**src/source/decode_pkg.sv**
```systemverilog
// Decode package
// Instruction-level types for the RV32I decode stage: data words,
// register indices, the major opcodes kept by this core, ALU operations,
// operand and write-data selects, and the decoded control bundle that
// the instruction decoder hands to the rest of the stage
package decode_pkg;

  typedef logic [31:0] word_t;
  typedef logic [31:0] instr_t;
  typedef logic [4:0]  reg_addr_t;
  // funct3 of a load or store, byte/half/word and signedness
  typedef logic [2:0]  mem_width_t;

  typedef enum logic [6:0] {
    OP       = 7'b0110011,
    OP_IMM   = 7'b0010011,
    LUI      = 7'b0110111,
    AUIPC    = 7'b0010111,
    JAL      = 7'b1101111,
    JALR     = 7'b1100111,
    LOAD     = 7'b0000011,
    STORE    = 7'b0100011,
    MISC_MEM = 7'b0001111
  } opcode_t;

  typedef enum logic [3:0] {
    ALU_ADD,
    ALU_SUB,
    ALU_SLL,
    ALU_SLT,
    ALU_SLTU,
    ALU_XOR,
    ALU_SRL,
    ALU_SRA,
    ALU_OR,
    ALU_AND
  } alu_op_t;

  typedef enum logic {
    SRC_A_RS1,
    SRC_A_PC
  } src_a_sel_t;

  typedef enum logic [1:0] {
    SRC_B_RS2,
    SRC_B_IMM_I,
    SRC_B_IMM_S,
    SRC_B_IMM_U
  } src_b_sel_t;

  typedef enum logic [1:0] {
    W_SRC_ALU,
    W_SRC_PC4,
    W_SRC_IMM_U
  } w_src_t;

  typedef struct packed {
    opcode_t    opcode;
    alu_op_t    alu_op;
    src_a_sel_t src_a;
    src_b_sel_t src_b;
    w_src_t     w_src;
    reg_addr_t  rd;
    logic       wen;
    logic       jump;
    logic       j_sel;     // JAL when set, JALR otherwise
    logic       arith;
    logic       load;
    logic       store;
    mem_width_t width;
    logic       illegal;
    logic       is_fence;
  } decoded_t;

endpackage

```
**src/source/dispatch_pkg.sv**
```systemverilog
// Dispatch package
// Issue-side types: the fetch packet entering decode, the functional
// unit classes, the fence sequencer states and the two issue packets
package dispatch_pkg;

  import decode_pkg::*;

  typedef enum logic {
    FU_ARITH,
    FU_LSU
  } fu_class_t;

  typedef struct packed {
    word_t  pc;
    instr_t instr;
  } fetch_packet_t;

  typedef enum logic [1:0] {
    FENCE_IDLE,
    FENCE_WAIT,
    FENCE_DONE
  } fence_state_t;

  // Arithmetic unit packet, also carries jumps and the illegal flag
  typedef struct packed {
    logic      valid;
    alu_op_t   alu_op;
    w_src_t    w_src;
    reg_addr_t rd;
    logic      wen;
    word_t     port_a;
    word_t     port_b;
    word_t     wdata;
    logic      jump;
    word_t     jump_base;
    word_t     jump_offset;
    logic      illegal;
    word_t     pc;
  } arith_issue_t;

  // Load/store unit packet, address is port_a plus port_b
  typedef struct packed {
    logic       valid;
    logic       load;
    logic       store;
    mem_width_t width;
    reg_addr_t  rd;
    logic       wen;
    word_t      port_a;
    word_t      port_b;
    word_t      store_data;
  } lsu_issue_t;

endpackage

```
**src/source/dispatch_latch.sv**
```systemverilog
// Dispatch latch
// Accepts one decoded instruction per cycle into the arithmetic or the
// load/store issue register, tagged with the completion buffer tail.
// Each register holds under its unit stall; flush empties both
module dispatch_latch
  import decode_pkg::*;
  import dispatch_pkg::*;
#(
  parameter int ROB_TAG_W = 4
) (
  input  logic                 CLK,
  input  logic                 nRST,
  input  logic                 in_valid,
  input  decoded_t             dec,
  input  word_t                pc,
  input  word_t                port_a,
  input  word_t                port_b,
  input  word_t                wdata,
  input  word_t                jump_base,
  input  word_t                jump_offset,
  input  word_t                store_data,
  input  logic                 fence_hold,
  input  logic [ROB_TAG_W-1:0] rob_tail,
  input  logic                 arith_stall,
  input  logic                 lsu_stall,
  input  logic                 flush,
  output logic                 in_ready,
  output logic                 rob_alloc,
  output arith_issue_t         arith_issue,
  output logic [ROB_TAG_W-1:0] arith_tag,
  output lsu_issue_t           lsu_issue,
  output logic [ROB_TAG_W-1:0] lsu_tag
);

  fu_class_t    target;
  logic         target_stall;
  logic         accept;
  logic         load_arith;
  logic         load_lsu;
  logic         arith_valid_q;
  logic         lsu_valid_q;
  arith_issue_t arith_next;
  arith_issue_t arith_q;
  lsu_issue_t   lsu_next;
  lsu_issue_t   lsu_q;

  assign target       = (dec.load || dec.store) ? FU_LSU : FU_ARITH;
  assign target_stall = (target == FU_LSU) ? lsu_stall : arith_stall;

  // A fence only waits on the caches, never on a unit stall
  assign in_ready   = !flush && !fence_hold && (dec.is_fence || !target_stall);
  assign accept     = in_valid && in_ready;
  assign rob_alloc  = accept && !dec.is_fence;
  assign load_arith = rob_alloc && (target == FU_ARITH);
  assign load_lsu   = rob_alloc && (target == FU_LSU);

  always_comb begin
    arith_next             = '0;
    arith_next.valid       = 1'b1;
    arith_next.alu_op      = dec.alu_op;
    arith_next.w_src       = dec.w_src;
    arith_next.rd          = dec.rd;
    arith_next.wen         = dec.wen;
    arith_next.port_a      = port_a;
    arith_next.port_b      = port_b;
    arith_next.wdata       = wdata;
    arith_next.jump        = dec.jump;
    arith_next.jump_base   = jump_base;
    arith_next.jump_offset = jump_offset;
    arith_next.illegal     = dec.illegal;
    arith_next.pc          = pc;
  end

  always_comb begin
    lsu_next            = '0;
    lsu_next.valid      = 1'b1;
    lsu_next.load       = dec.load;
    lsu_next.store      = dec.store;
    lsu_next.width      = dec.width;
    lsu_next.rd         = dec.rd;
    lsu_next.wen        = dec.wen;
    lsu_next.port_a     = port_a;
    lsu_next.port_b     = port_b;
    lsu_next.store_data = store_data;
  end

  // Flush wins over stall; an idle unit takes a bubble
  always_ff @(posedge CLK, negedge nRST) begin
    if (!nRST) begin
      arith_valid_q <= 1'b0;
      lsu_valid_q   <= 1'b0;
    end else if (flush) begin
      arith_valid_q <= 1'b0;
      lsu_valid_q   <= 1'b0;
    end else begin
      if (!arith_stall) begin
        arith_valid_q <= load_arith;
      end
      if (!lsu_stall) begin
        lsu_valid_q <= load_lsu;
      end
    end
  end

  always_ff @(posedge CLK) begin
    if (load_arith) begin
      arith_q   <= arith_next;
      arith_tag <= rob_tail;
    end
    if (load_lsu) begin
      lsu_q   <= lsu_next;
      lsu_tag <= rob_tail;
    end
  end

  always_comb begin
    arith_issue       = arith_q;
    arith_issue.valid = arith_valid_q;
    lsu_issue         = lsu_q;
    lsu_issue.valid   = lsu_valid_q;
  end

  // Both units only hold work together when one of them was stalled
  assert property (@(posedge CLK) disable iff (!nRST)
    (arith_valid_q && lsu_valid_q) |-> $past(arith_stall || lsu_stall));

  assert property (@(posedge CLK) disable iff (!nRST)
    (arith_stall && !flush && arith_valid_q) |=> $stable(arith_issue) && $stable(arith_tag));

  assert property (@(posedge CLK) disable iff (!nRST)
    (lsu_stall && !flush && lsu_valid_q) |=> $stable(lsu_issue) && $stable(lsu_tag));

endmodule

```
**config.mk**
```make
export PLATFORM = sky130hd
export DESIGN_NAME = dispatch_latch
export DESIGN_NICKNAME = d
export VERILOG_FILES = /design/src/source/decode_pkg.sv /design/src/source/dispatch_pkg.sv /design/src/source/dispatch_latch.sv
export SDC_FILE = /design/constraint.sdc
export NUM_CORES = 1
export LEC_CHECK = 0
export BUFFER_PORTS_ARGS = -buffer_cell sky130_fd_sc_hd__buf_2
export CORE_AREA = 2 2 232 234
export CTS_CLUSTER_SIZE = 25
export DETAILED_ROUTE_END_ITERATION = 16
export DIE_AREA = 0 0 234 236
export GPL_ROUTABILITY_DRIVEN = 1
export GPL_TIMING_DRIVEN = 1
export PLACE_DENSITY_LB_ADDON = 0.08
export SLEW_MARGIN = 20
export SYNTH_ARGS = -nofsm -noshare
export SYNTH_HDL_FRONTEND = slang
export SYNTH_SLANG_ARGS = --single-unit
```
**constraint.sdc**
```tcl
create_clock -name CLK -period 1 [get_ports CLK]
set_input_delay 0.1 -clock CLK [delete_from_list [all_inputs] [get_ports CLK]]
set_output_delay 0.1 -clock CLK [all_outputs]
set_load 0.02 [all_outputs]
```
# == Yosys cells after proc, flatten, opt, wreduce, memory -nomap -nowiden ==
# Cells that the tools add are included.
# word_totals
word_cells,45
out_inout_bits,325
reg_bits,323
# op_classes
reduce_logical,12
n_mux,6
bitwise,1
eq_ne,2
# op_table
op,count
$logic_and A1 B1 Y1,6
$mux W1,6
$logic_not A1 Y1,4
$ne A2 B1 Y1 const B,2
$logic_or A1 B1 Y1,2
$not A1 Y1,1

# == Longest topological paths before layout ==
# Gate-level depths: netlist of the first run.
# logic_depth
word_depth,11
mapped_depth,2
depth_no_buf,2

# == Least setup slack after synthesis of the first run ==
# No wires, ideal clock.
# synth_path
path_kind,input port to flip-flop
start,input dec[0] in the netlist's numbering
end,"register arith_q, in the netlist arith_issue[0] (enable)"
t_arrival_ns,20.400
required_time_ns,-0.318
setup_slack_ns,-20.719
n_path_buf,0
stages,2
cell_sequence,or4b_4 -> nor4_1
# synth_via
elab_chain_cells,5
word_cells_on_any_way,6
cone_classes,6 x reduce/logical
# synth_lines
item,line,text
"start, declared",dispatch_latch.sv:14,"input decoded_t dec,"
$logic_or A1 B1 Y1,dispatch_latch.sv:51,assign in_ready = !flush && !fence_hold && (dec.is_fence || !target_stall);
$logic_and A1 B1 Y1,dispatch_latch.sv:51,
$logic_and A1 B1 Y1,dispatch_latch.sv:52,assign accept = in_valid && in_ready;
$logic_and A1 B1 Y1 *,dispatch_latch.sv:53,assign rob_alloc = accept && !dec.is_fence;
$logic_and A1 B1 Y1 *,dispatch_latch.sv:54,assign load_arith = rob_alloc && (target == FU_ARITH);
net load_arith,dispatch_latch.sv:38,logic load_arith;
"end signal, assigned",dispatch_latch.sv:107,arith_q <= arith_next;
"end, declared",dispatch_latch.sv:43,arith_issue_t arith_q;
# The timed path passes the listed nets; every way through them passes the cells marked *.
# A chain may end at the register's enable or synchronous reset.

# == Final worst setup path of the first run ==
# layout_path
start,input fence_hold
end,output rob_alloc
# layout_via
elab_chain_cells,5
# layout_lines
item,line,text
"start, declared",dispatch_latch.sv:22,"input logic fence_hold,"
$logic_not A1 Y1,dispatch_latch.sv:51,
$logic_and A1 B1 Y1 (2 in series),dispatch_latch.sv:51,
$logic_and A1 B1 Y1,dispatch_latch.sv:52,
$logic_and A1 B1 Y1,dispatch_latch.sv:53,
"end, declared",dispatch_latch.sv:28,"output logic rob_alloc,"
# Every way passes these cells.

==> flow_summary_export.csv, run 1 <==
group,metric,value,unit
sta,tightest_slew,0.273,ns
logic_synthesis,synthCells,339,
logic_synthesis,yosys.area.top_type,"edfxtp_1",
layout,final_common_cell,"buf_2",
power_and_ir_drop,switching_share,20.9,%
sta,fin_ws,-0.399,ns
die,die_height,236,um
critical_path,crit_type,"in -> out",
placement,place_area,14000,um2
sta,grt_setup_unrepaired,"yes",
logic_synthesis,synth_cell_types,15,
layout,multiInputGateArea,165,um2
critical_path,reg2reg_slack,0.26,ns
drt,wl,37.3,mm
die,core-area,53100,um2
power_and_ir_drop,powerDensity,1630,nW/um2
power_and_ir_drop,clockPowerShare,43.1,%
drt,drc,0,
logic_synthesis,synth_edf_count,321,
sta,fmax,715,MHz
die,ios,592,
critical_path,cp.arrival,1.30,ns
drt,viasPerCell,3.56,
die,rows,85,
logic_synthesis,yosys_most_used_dff,"edfxtp_1",
layout,fillers,5262,
clock_tree,clkSinkCount,323,
drt,firstDrtPassIters,4,
drt,drtAntennaViolNets,0,
clock_tree,cts.reportedPaths.clkPinSlew,0.06,ns
logic_synthesis,syn-mean-instance-area,29.0,um2
power_and_ir_drop,switchingPower,0.00625,W
clock_tree,numCtsBuffers,40,
logic_synthesis,synth_top_area_share,98.2,%
clock_tree,clockBufferDepth,3,
sta,setup-violations-final,646,
placement,pre_cts_ws,-0.878,ns
power_and_ir_drop,finalPower,0.0299,W
clock_tree,ctsHtreeMaxLevel,2,
sta,relSlewSlack,81.7,%
logic_synthesis,synth_seq_cells,323,
logic_synthesis,async_flop_share,0.619,%
outcome,outcome,"complete, but fails checks",
critical_path,r2r-start,"arith_valid_q",
die,die_x,234,um
layout,nets,1533,
global_routing,gr-total-overflow,0,
logic_synthesis,yosysWarnings,0,
run,maxCapViolations,0,
critical_path,cp.required,0.90,ns
layout,syn2layout_area_growth,86.4,%
layout,regArea,9690,um2
sta,slew_viol_final,0,
global_routing,antenna_found_initial,5,
critical_path,path_max_fanout,2,
clock_tree,clk_latency,0.54,ns
die,initial_core_util,18.5,%
global_routing,grt_use_total,12.7,%
placement,io_buffer_count,579,
placement,dp_hpwl,27.6,mm
placement,gp_congestion,0.745,
outcome,violations,"setup timing",
critical_path,reg2reg_depth,2,
sta,setup-tns-final,-156.23,ns
drt,drt_iter0_drc,226,
die,dieArea,55200,um2
min_path,min_path_cells,5,
power_and_ir_drop,power.leakage,7.32,nW
power_and_ir_drop,ir_worst_vdd,1.15,mV
power_and_ir_drop,power_frac_comb,6.5,%
logic_synthesis,syn_area,9820,um2
min_path,hp-class,"in -> reg",
clock_tree,cts_tree,"done",
logic_synthesis,ys_seq_area_share,98.7,%
logic_synthesis,synth_area_leaders,"edfxtp_1 (98%), dfrtp_1 (0.51%), o41ai_2 (0.17%), buf_4 (0.15%), nand3b_1 (0.15%)",
sta,period_needed,1.40,ns
layout,final_cell_area,18300,um2
global_routing,grt_pass1_wl,50.5,mm
sta,whs,0.0697,ns
critical_path,rr_endpoint,"arith_valid_q",
clock_tree,cts-root-buf,"clkbuf_16",
min_path,hold_end,"arith_valid_q",
layout,drive_gt1_share,53.4,%
drt,vias,7075,
power_and_ir_drop,p_int,0.0236,W
power_and_ir_drop,pwr-share-seq,50.5,%
logic_synthesis,synth_nets,606,
sta,finalCritPeriodShare,140,%
min_path,hold_start,"fence_hold",
drt,wl_per_cell,18.7,um
sta,fin_skew,0,ns
critical_path,cp-end-kind,"primary output",
global_routing,grt_pass1_vias,7692,
critical_path,crit_path_start_kind,"input port",
sta,hold_viol,0,
layout,layout_common_cells,"buf_2 (536), edfxtp_1 (321), dlygate4sd3_1 (254)",
global_routing,grt_max_degree,42,
==> how the worst max path moves through the flow <==
| stage | from | endpoint | cells past startpoint |
|---|---|---|---|
| 4_1_cts | fence_hold | rob_alloc | 5 |
| 6_report | fence_hold | rob_alloc | 5 |
| 5_1_grt | fence_hold | lsu_issue[91] | 8 |
| 3_3_place_gp | dec[0] | lsu_issue[106] | 6 |
| 2_1_floorplan | dec[0] | arith_issue[0] | 2 |
| 3_5_place_dp | dec[0] | lsu_issue[97] | 6 |
==> synthesized netlist by cell type, types with 2 or more instances <==
master and count:
dfrtp_1 2, nor2_1 2, edfxtp_1 321, buf_4 2, nand3b_1 2
==> sequential cells by signal, summed over array words and instances, names as in the netlist <==
signal / count
arith_valid_q: 1
lsu_tag: 4
lsu_issue: 107
lsu_valid_q: 1
arith_tag: 4
arith_issue: 206
==> power by group through the flow <==
stage / Sequential [W] / Combinational, W / Clock, W
floorplan: 0.0155 / 0.0000549 / 0
global placement: 0.0153 / 0.00104 / 0
detailed placement: 0.0153 / 0.00104 / 0
CTS: 0.0151 / 0.00194 / 0.0135
global route: 0.0151 / 0.00208 / 0.0140
finish: 0.0151 / 0.00193 / 0.0129
==> final cells by class <==
class	count	area share [%]
Sequential cell	323	52.9
Timing Repair Buffer	887	35.1
Clock buffer	53	5.73
Tap cell	696	4.76
Multi-Input combinational cell	13	0.902
Clock inverter	16	0.506
Inverter	1	0.0205
Antenna cell	1	0.0137
==> layer usage <==
metal  GRT usage, %  vias up  wire length, um
met2           22.9      333            19100
met4           3.68        8              729
met3           6.32       54             4320
li1               -     3268                -
met1           12.7     3412            13100
met5              0        -               53
==> worst max-delay path, stage by stage <==
cell and delay, ns:
buf_6 0.09, or4b_4 0.55, buf_6 0.15, a211oi_4 0.26, buf_6 0.16
==> logic make-up (layout without fill, tap and decap cells) <==
group,count (synthesis),in the layout,synth area share (%)
other,0,1,0
and+or+nand+nor,8,8,0.586
buffers and inverters,3,957,0.191
DFF,323,323,98.7
AOI/OAI and AO/OA,5,5,0.561
==> timing repair <==
action,CTS,global route
hold endpoints to repair,325,0
hold buffers,254,0
endpoints found under the setup margin,646,646
resized for setup,105,6
buffers inserted,8,1
gates cloned,1,4
pin swaps,3,0
==> metrics by stage <==
stage / util (%) / std cells
after detailed placement: 26.5 / 1652
after floorplan: - / 339
after global routing: 34.5 / 1990
after CTS: 34.2 / 1984
final: 34.5 / 1990
after global placement: 26.5 / 1652
Note: power is estimated with default switching activity, not from simulation.
==> inputs of run 2 (changes only) <==
PLACE_DENSITY_LB_ADDON = 0.12   (was 0.08)
SKIP_CTS_REPAIR_TIMING = 1   (was default)
==> run 2 against run 1 <==
The run still ends with setup timing left. Non-clock buffer count up 11. Register-to-register slack better by 0.08 ns. Die area is the same. Sequential power is essentially flat. Via count rose by 0.18%. Cell count grew 0.50%. Critical path depth rose by 2. Critical path type is now in -> reg.
==> flow_summary_export.csv, run 2 (synthesis gave the netlist of run 1 again) <==
group,metric,value,unit
outcome,outcome,"complete, but fails checks",
outcome,violations,"setup timing",
global_routing,antenna_found_initial,3,
critical_path,r2r-start,"arith_valid_q",
sta,fin_skew,0,ns
critical_path,reg2reg_depth,2,
drt,drc,0,
critical_path,reg2reg_slack,0.34,ns
layout,layout_common_cells,"buf_2 (485), edfxtp_1 (321), dlygate4sd3_1 (254)",
sta,fmax,748,MHz
sta,relSlewSlack,83.0,%
layout,final_cell_area,18900,um2
drt,viasPerCell,3.54,
die,die_height,236,um
placement,placed_cells,1659,
layout,final_cells,2000,
drt,wl_per_cell,17.1,um
drt,drt_iter0_drc,226,
layout,fillers,5162,
clock_tree,cts-root-buf,"clkbuf_16",
global_routing,grt_pass1_wl,43.0,mm
placement,dp_hpwl,24.9,mm
die,rows,85,
critical_path,path_max_fanout,6,
sta,fin_ws,-0.336,ns
sta,slew_viol_final,0,
clock_tree,ctsHtreeMaxLevel,2,
min_path,hold_start,"dec[0]",
sta,finalCritPeriodShare,134,%
layout,final_common_cell,"buf_2",
drt,firstDrtPassIters,4,
global_routing,gr-total-overflow,0,
sta,tightest_slew,0.252,ns
die,initial_core_util,18.5,%
placement,gp_congestion,0.783,
critical_path,critPathLaunch,"dec[0]",
min_path,hp-class,"in -> reg",
layout,nets,1542,
critical_path,cp-end-kind,"flop",
sta,period_needed,1.34,ns
layout,largest_reg_flops,206,
clock_tree,clockBufferDepth,3,
drt,wl,34.2,mm
die,ios,592,
power_and_ir_drop,powerDensity,1640,nW/um2
run,maxCapViolations,0,
drt,drtAntennaViolNets,0,
die,dieArea,55200,um2
placement,place_area,14100,um2
clock_tree,clk_latency,0.54,ns
power_and_ir_drop,power.leakage,7.55,nW
layout,drive_gt1_share,54.0,%
critical_path,crit_path_start_kind,"input port",
sta,setup-violations-final,646,
placement,io_buffer_count,579,
critical_path,crit_end,"lsu_issue[18]",
critical_path,rr_endpoint,"arith_valid_q",
drt,vias,7088,
global_routing,grt_pass1_vias,6435,
die,die_x,234,um
placement,pre_cts_ws,-0.842,ns
layout,syn2layout_area_growth,92.2,%
global_routing,grt_max_degree,29,
critical_path,crit_type,"in -> reg",
die,core-area,53100,um2
clock_tree,cts_tree,"done",
clock_tree,clkSinkCount,323,
sta,grt_setup_unrepaired,"yes",
critical_path,cp.required,1.26,ns
power_and_ir_drop,ir_worst_vdd,1.01,mV
clock_tree,numCtsBuffers,38,
sta,hold_viol,0,
global_routing,grt_use_total,10.8,%
critical_path,cp.arrival,1.59,ns
clock_tree,cts.reportedPaths.clkPinSlew,0.06,ns
run 2: cell count changes in the layout (fill, tap and decap cells not counted), moves of 2 or more:
cell,previous run,this run
clkbuf_16,44,49
bufinv_16,0,4
buf_2,536,485
buf_6,57,99
clkinv_1,7,3
buf_8,3,9
clkinv_2,5,2
buf_16,3,1
buf_4,21,31
buf_12,9,11
run 2: through the flow:
step / power (W) / hold slack, ns / utilization (%) / TNS, ns
after CTS: 0.0305 / -0.711 / 28.9 / -135.94
after global routing: 0.0321 / 0.0685 / 35.6 / -151.00
after global placement: 0.0164 / -0.106 / 26.6 / -256.32
after floorplan: 0.0156 / -0.196 / - / -1918.01
final: 0.0309 / 0.0905 / 35.6 / -130.20
after detailed placement: 0.0164 / -0.108 / 26.6 / -257.63
run 2: cell type report:
class / instances / area [um2] / share of cell area (%)
antenna: 2 / 5.00 / 0.0265
inverter: 1 / 3.75 / 0.0199
sequential: 323 / 9690 / 51.3
clock buffer: 54 / 1070 / 5.69
timing repair buffer: 898 / 6900 / 36.6
tap: 696 / 871 / 4.61
multi-input combinational: 13 / 158 / 0.835
clock inverter: 13 / 174 / 0.921
run 2: worst min-delay path by stage:
stage / endpoint / depth (start not counted)
after floorplan: arith_valid_q / 0
after global placement: arith_valid_q / 1
after global routing: lsu_valid_q / 5
after CTS: arith_valid_q / 1
after detailed placement: arith_valid_q / 1
final: lsu_valid_q / 5
run 2: power breakdown:
| part | switching (W) | internal [W] |
|---|---|---|
| sequential | 0.0000410 | 0.0150 |
| clock | 0.00540 | 0.00852 |
| combinational | 0.000702 | 0.00123 |
| total | 0.00615 | 0.0248 |
run 2: critical path: stages:
cell	delay (ns)
buf_6	0.09
or4b_4	0.56
buf_6	0.15
nor3_4	0.19
buf_6	0.17
buf_12	0.15
clkbuf_16	0.16
run 2: per-layer routing:
layer	global-route usage [%]	share of wire, %	up-vias
met2	19.1	51	352
met4	4.20	2.4	2
met3	5.48	10	57
met1	10.6	36	3394
li1	-	-	3283
met5	0	0.038	-
==> inputs of run 3 (changes only) <==
ABC_AREA = 1   (was default)
==> run 3 against run 2 <==
The flow still finishes with violations (setup timing). Non-clock buffer count down 1. Core utilization up 1.9 points. Sequential share of layout area down 2.6 points. Fmax up 6.9%. Via count down 0.37%. Power down 3.0%. Clock skew unchanged. Register-to-register slack worse by 0.11 ns. Global-route usage up 0.27 points. Area after synthesis up 0.11%. Critical endpoint is now arith_issue[96].
==> flow_summary_export.csv, run 3 <==
group,metric,value,unit
outcome,outcome,"complete, but fails checks",
outcome,violations,"setup timing",
drt,drt_iter0_drc,254,
critical_path,cp_cell_sequence,"buf_6",
drt,firstDrtPassIters,4,
global_routing,antenna_found_initial,2,
layout,final_cell_area,19900,um2
sta,finalCritPeriodShare,125,%
clock_tree,cts-root-buf,"clkbuf_16",
die,dieArea,55200,um2
sta,fin_ws,-0.250,ns
sta,fmax,800,MHz
placement,placed_cells,1668,
die,die_height,236,um
sta,slew_viol_final,0,
logic_synthesis,synth_edf_count,321,
critical_path,cp-end-kind,"primary output",
drt,vias,7062,
drt,drtAntennaViolNets,0,
critical_path,crit_type,"reg -> out",
clock_tree,cts.reportedPaths.clkPinSlew,0.06,ns
sta,fin_skew,0,ns
global_routing,grt_use_total,11.1,%
logic_synthesis,syn-mean-instance-area,28.0,um2
clock_tree,ctsHtreeMaxLevel,2,
critical_path,crit_buf_inv,1,
logic_synthesis,synth_cell_types,14,
drt,wl,35.9,mm
placement,gp_congestion,0.777,
global_routing,grt_busiest_layer,"met2",
critical_path,cp.arrival,1.15,ns
sta,setup-tns-final,-79.86,ns
clock_tree,clk_latency,0.52,ns
global_routing,gr-total-overflow,0,
clock_tree,numCtsBuffers,38,
layout,drive_gt1_share,53.7,%
layout,layout_common_cells,"edfxtp_1 (321), buf_2 (316), buf_6 (261)",
global_routing,use_met1,11.1,%
logic_synthesis,yosysWarnings,0,
global_routing,grt_use_met3,5.04,%
logic_synthesis,synth_top_area_share,98.0,%
power_and_ir_drop,powerDensity,1510,nW/um2
sta,grt_setup_unrepaired,"yes",
critical_path,crit_path_top_delay_cell,"edfxtp_1",
min_path,hp-class,"in -> reg",
placement,io_buffer_count,579,
layout,nets,1553,
drt,drc,0,
critical_path,slowest_delay,0.44,ns
sta,relSlewSlack,79.8,%
logic_synthesis,ys_seq_area_share,98.5,%
placement,pre_cts_ws,-0.672,ns
die,initial_core_util,18.5,%
clock_tree,cts_tree,"done",
clock_tree,clockBufferDepth,3,
layout,syn2layout_area_growth,102,%
logic_synthesis,synth_area_leaders,"edfxtp_1 (98%), dfrtp_1 (0.51%), inv_1 (0.34%), nand3_1 (0.15%), buf_4 (0.15%)",
die,ios,592,
die,die_x,234,um
clock_tree,clkSinkCount,323,
logic_synthesis,yosysMostFrequentCell,"edfxtp_1",
logic_synthesis,syn_area,9830,um2
placement,place_area,14100,um2
placement,dp_hpwl,25.6,mm
critical_path,crit_path_start_kind,"flop",
power_and_ir_drop,power.leakage,7.91,nW
run,maxCapViolations,0,
die,core-area,53100,um2
global_routing,use_met2,20.1,%
sta,period_needed,1.25,ns
sta,whs,0.0927,ns
logic_synthesis,yosys.area.top_type,"edfxtp_1",
logic_synthesis,synth_nets,618,
layout,largest_reg_flops,206,
sta,hold_viol,0,
logic_synthesis,yosys-top-cells-count,"edfxtp_1 (321), inv_1 (9), nand2_1 (4)",
sta,tightest_slew,0.303,ns
global_routing,grt_max_degree,47,
layout,final_cells,2003,
power_and_ir_drop,ir_worst_vdd,0.962,mV
drt,viasPerCell,3.53,
global_routing,grt_pass1_vias,6367,
drt,wl_per_cell,17.9,um
layout,final_common_cell,"edfxtp_1",
critical_path,cp_top_family,"flip-flops",
logic_synthesis,yosys_most_used_dff,"edfxtp_1",
logic_synthesis,synthCells,351,
critical_path,cp.required,0.90,ns
layout,fillers,5027,
sta,setup-violations-final,586,
logic_synthesis,synth_seq_cells,323,
logic_synthesis,async_flop_share,0.619,%
die,rows,85,
global_routing,grt_pass1_wl,43.8,mm
critical_path,path_max_fanout,1,
[run 3: cell types whose count changed after synthesis, moves of 2 or more]
| cell | previous run | this run |
|---|---|---|
| inv_1 | 1 | 9 |
| nand2_1 | 0 | 4 |
| nand3_1 | 0 | 3 |
| nand2_2 | 0 | 2 |
| nand3b_1 | 2 | 0 |
| nand4_1 | 0 | 2 |
[run 3: cells by family (layout without fill, tap and decap cells)]
family,after synthesis,count (layout),share of synthesized area (%)
buffers and inverters,13,968,0.573
DFF,323,323,98.5
other,0,1,0
and+or+nand+nor,15,15,0.878
[run 3: cell type report]
class                   instances  area [um2]  share of cell area (%)
flip-flops and latches        323        9690                    48.7
well taps                     696         871                    4.38
inverters                      11        66.3                   0.333
multi-input cells              15         128                   0.642
repair buffers                897        8020                    40.3
clock buffers                  54        1030                    5.19
clock inverters                 6        78.8                   0.396
diodes                          1        2.50                  0.0126
[run 3: metal layers]
layer	vias to the layer above	part of all wire, %
li1	3283	-
met1	3395	36
met2	329	53
met3	53	9.2
met4	2	2.1
met5	-	0.036
[run 3: final timing paths]
| check | start | end | slack, ns | depth (start not counted) |
|---|---|---|---|---|
| setup / recovery | arith_issue[96] | arith_issue[96] | -0.25 | 1 |
| hold / removal | dec[0] | lsu_valid_q | 0.09 | 5 |
| setup reg to reg | arith_valid_q | arith_valid_q | 0.23 | 3 |
| hold reg to reg | lsu_valid_q | lsu_valid_q | 0.57 | 2 |
| max in group asynchronous | nRST | lsu_valid_q | 0.42 | 3 |
| min in group asynchronous | nRST | arith_valid_q | 0.45 | 3 |
[run 3: per-stage QoR]
stage / utilization, % / power, W
6_report: 37.5 / 0.0300
5_1_grt: 37.5 / 0.0313
4_1_cts: 28.6 / 0.0296
3_5_place_dp: 26.5 / 0.0166
3_3_place_gp: 26.5 / 0.0166
2_1_floorplan: - / 0.0158
[run 3: power breakdown]
part | internal [W] | switching (W) | total [W]
logic | 0.00139 | 0.000855 | 0.00224
registers | 0.0151 | 0.0000795 | 0.0152
clock network | 0.00741 | 0.00517 | 0.0126
total | 0.0239 | 0.00611 | 0.0300
[run 3: worst reg2reg max path: cells and delay by family, from the launching register on]
family | cells | cell delay [ns]
AND/OR/NAND/NOR | 2 | 0.14
flip-flops | 1 | 0.39
buffers and inverters | 1 | 0.14
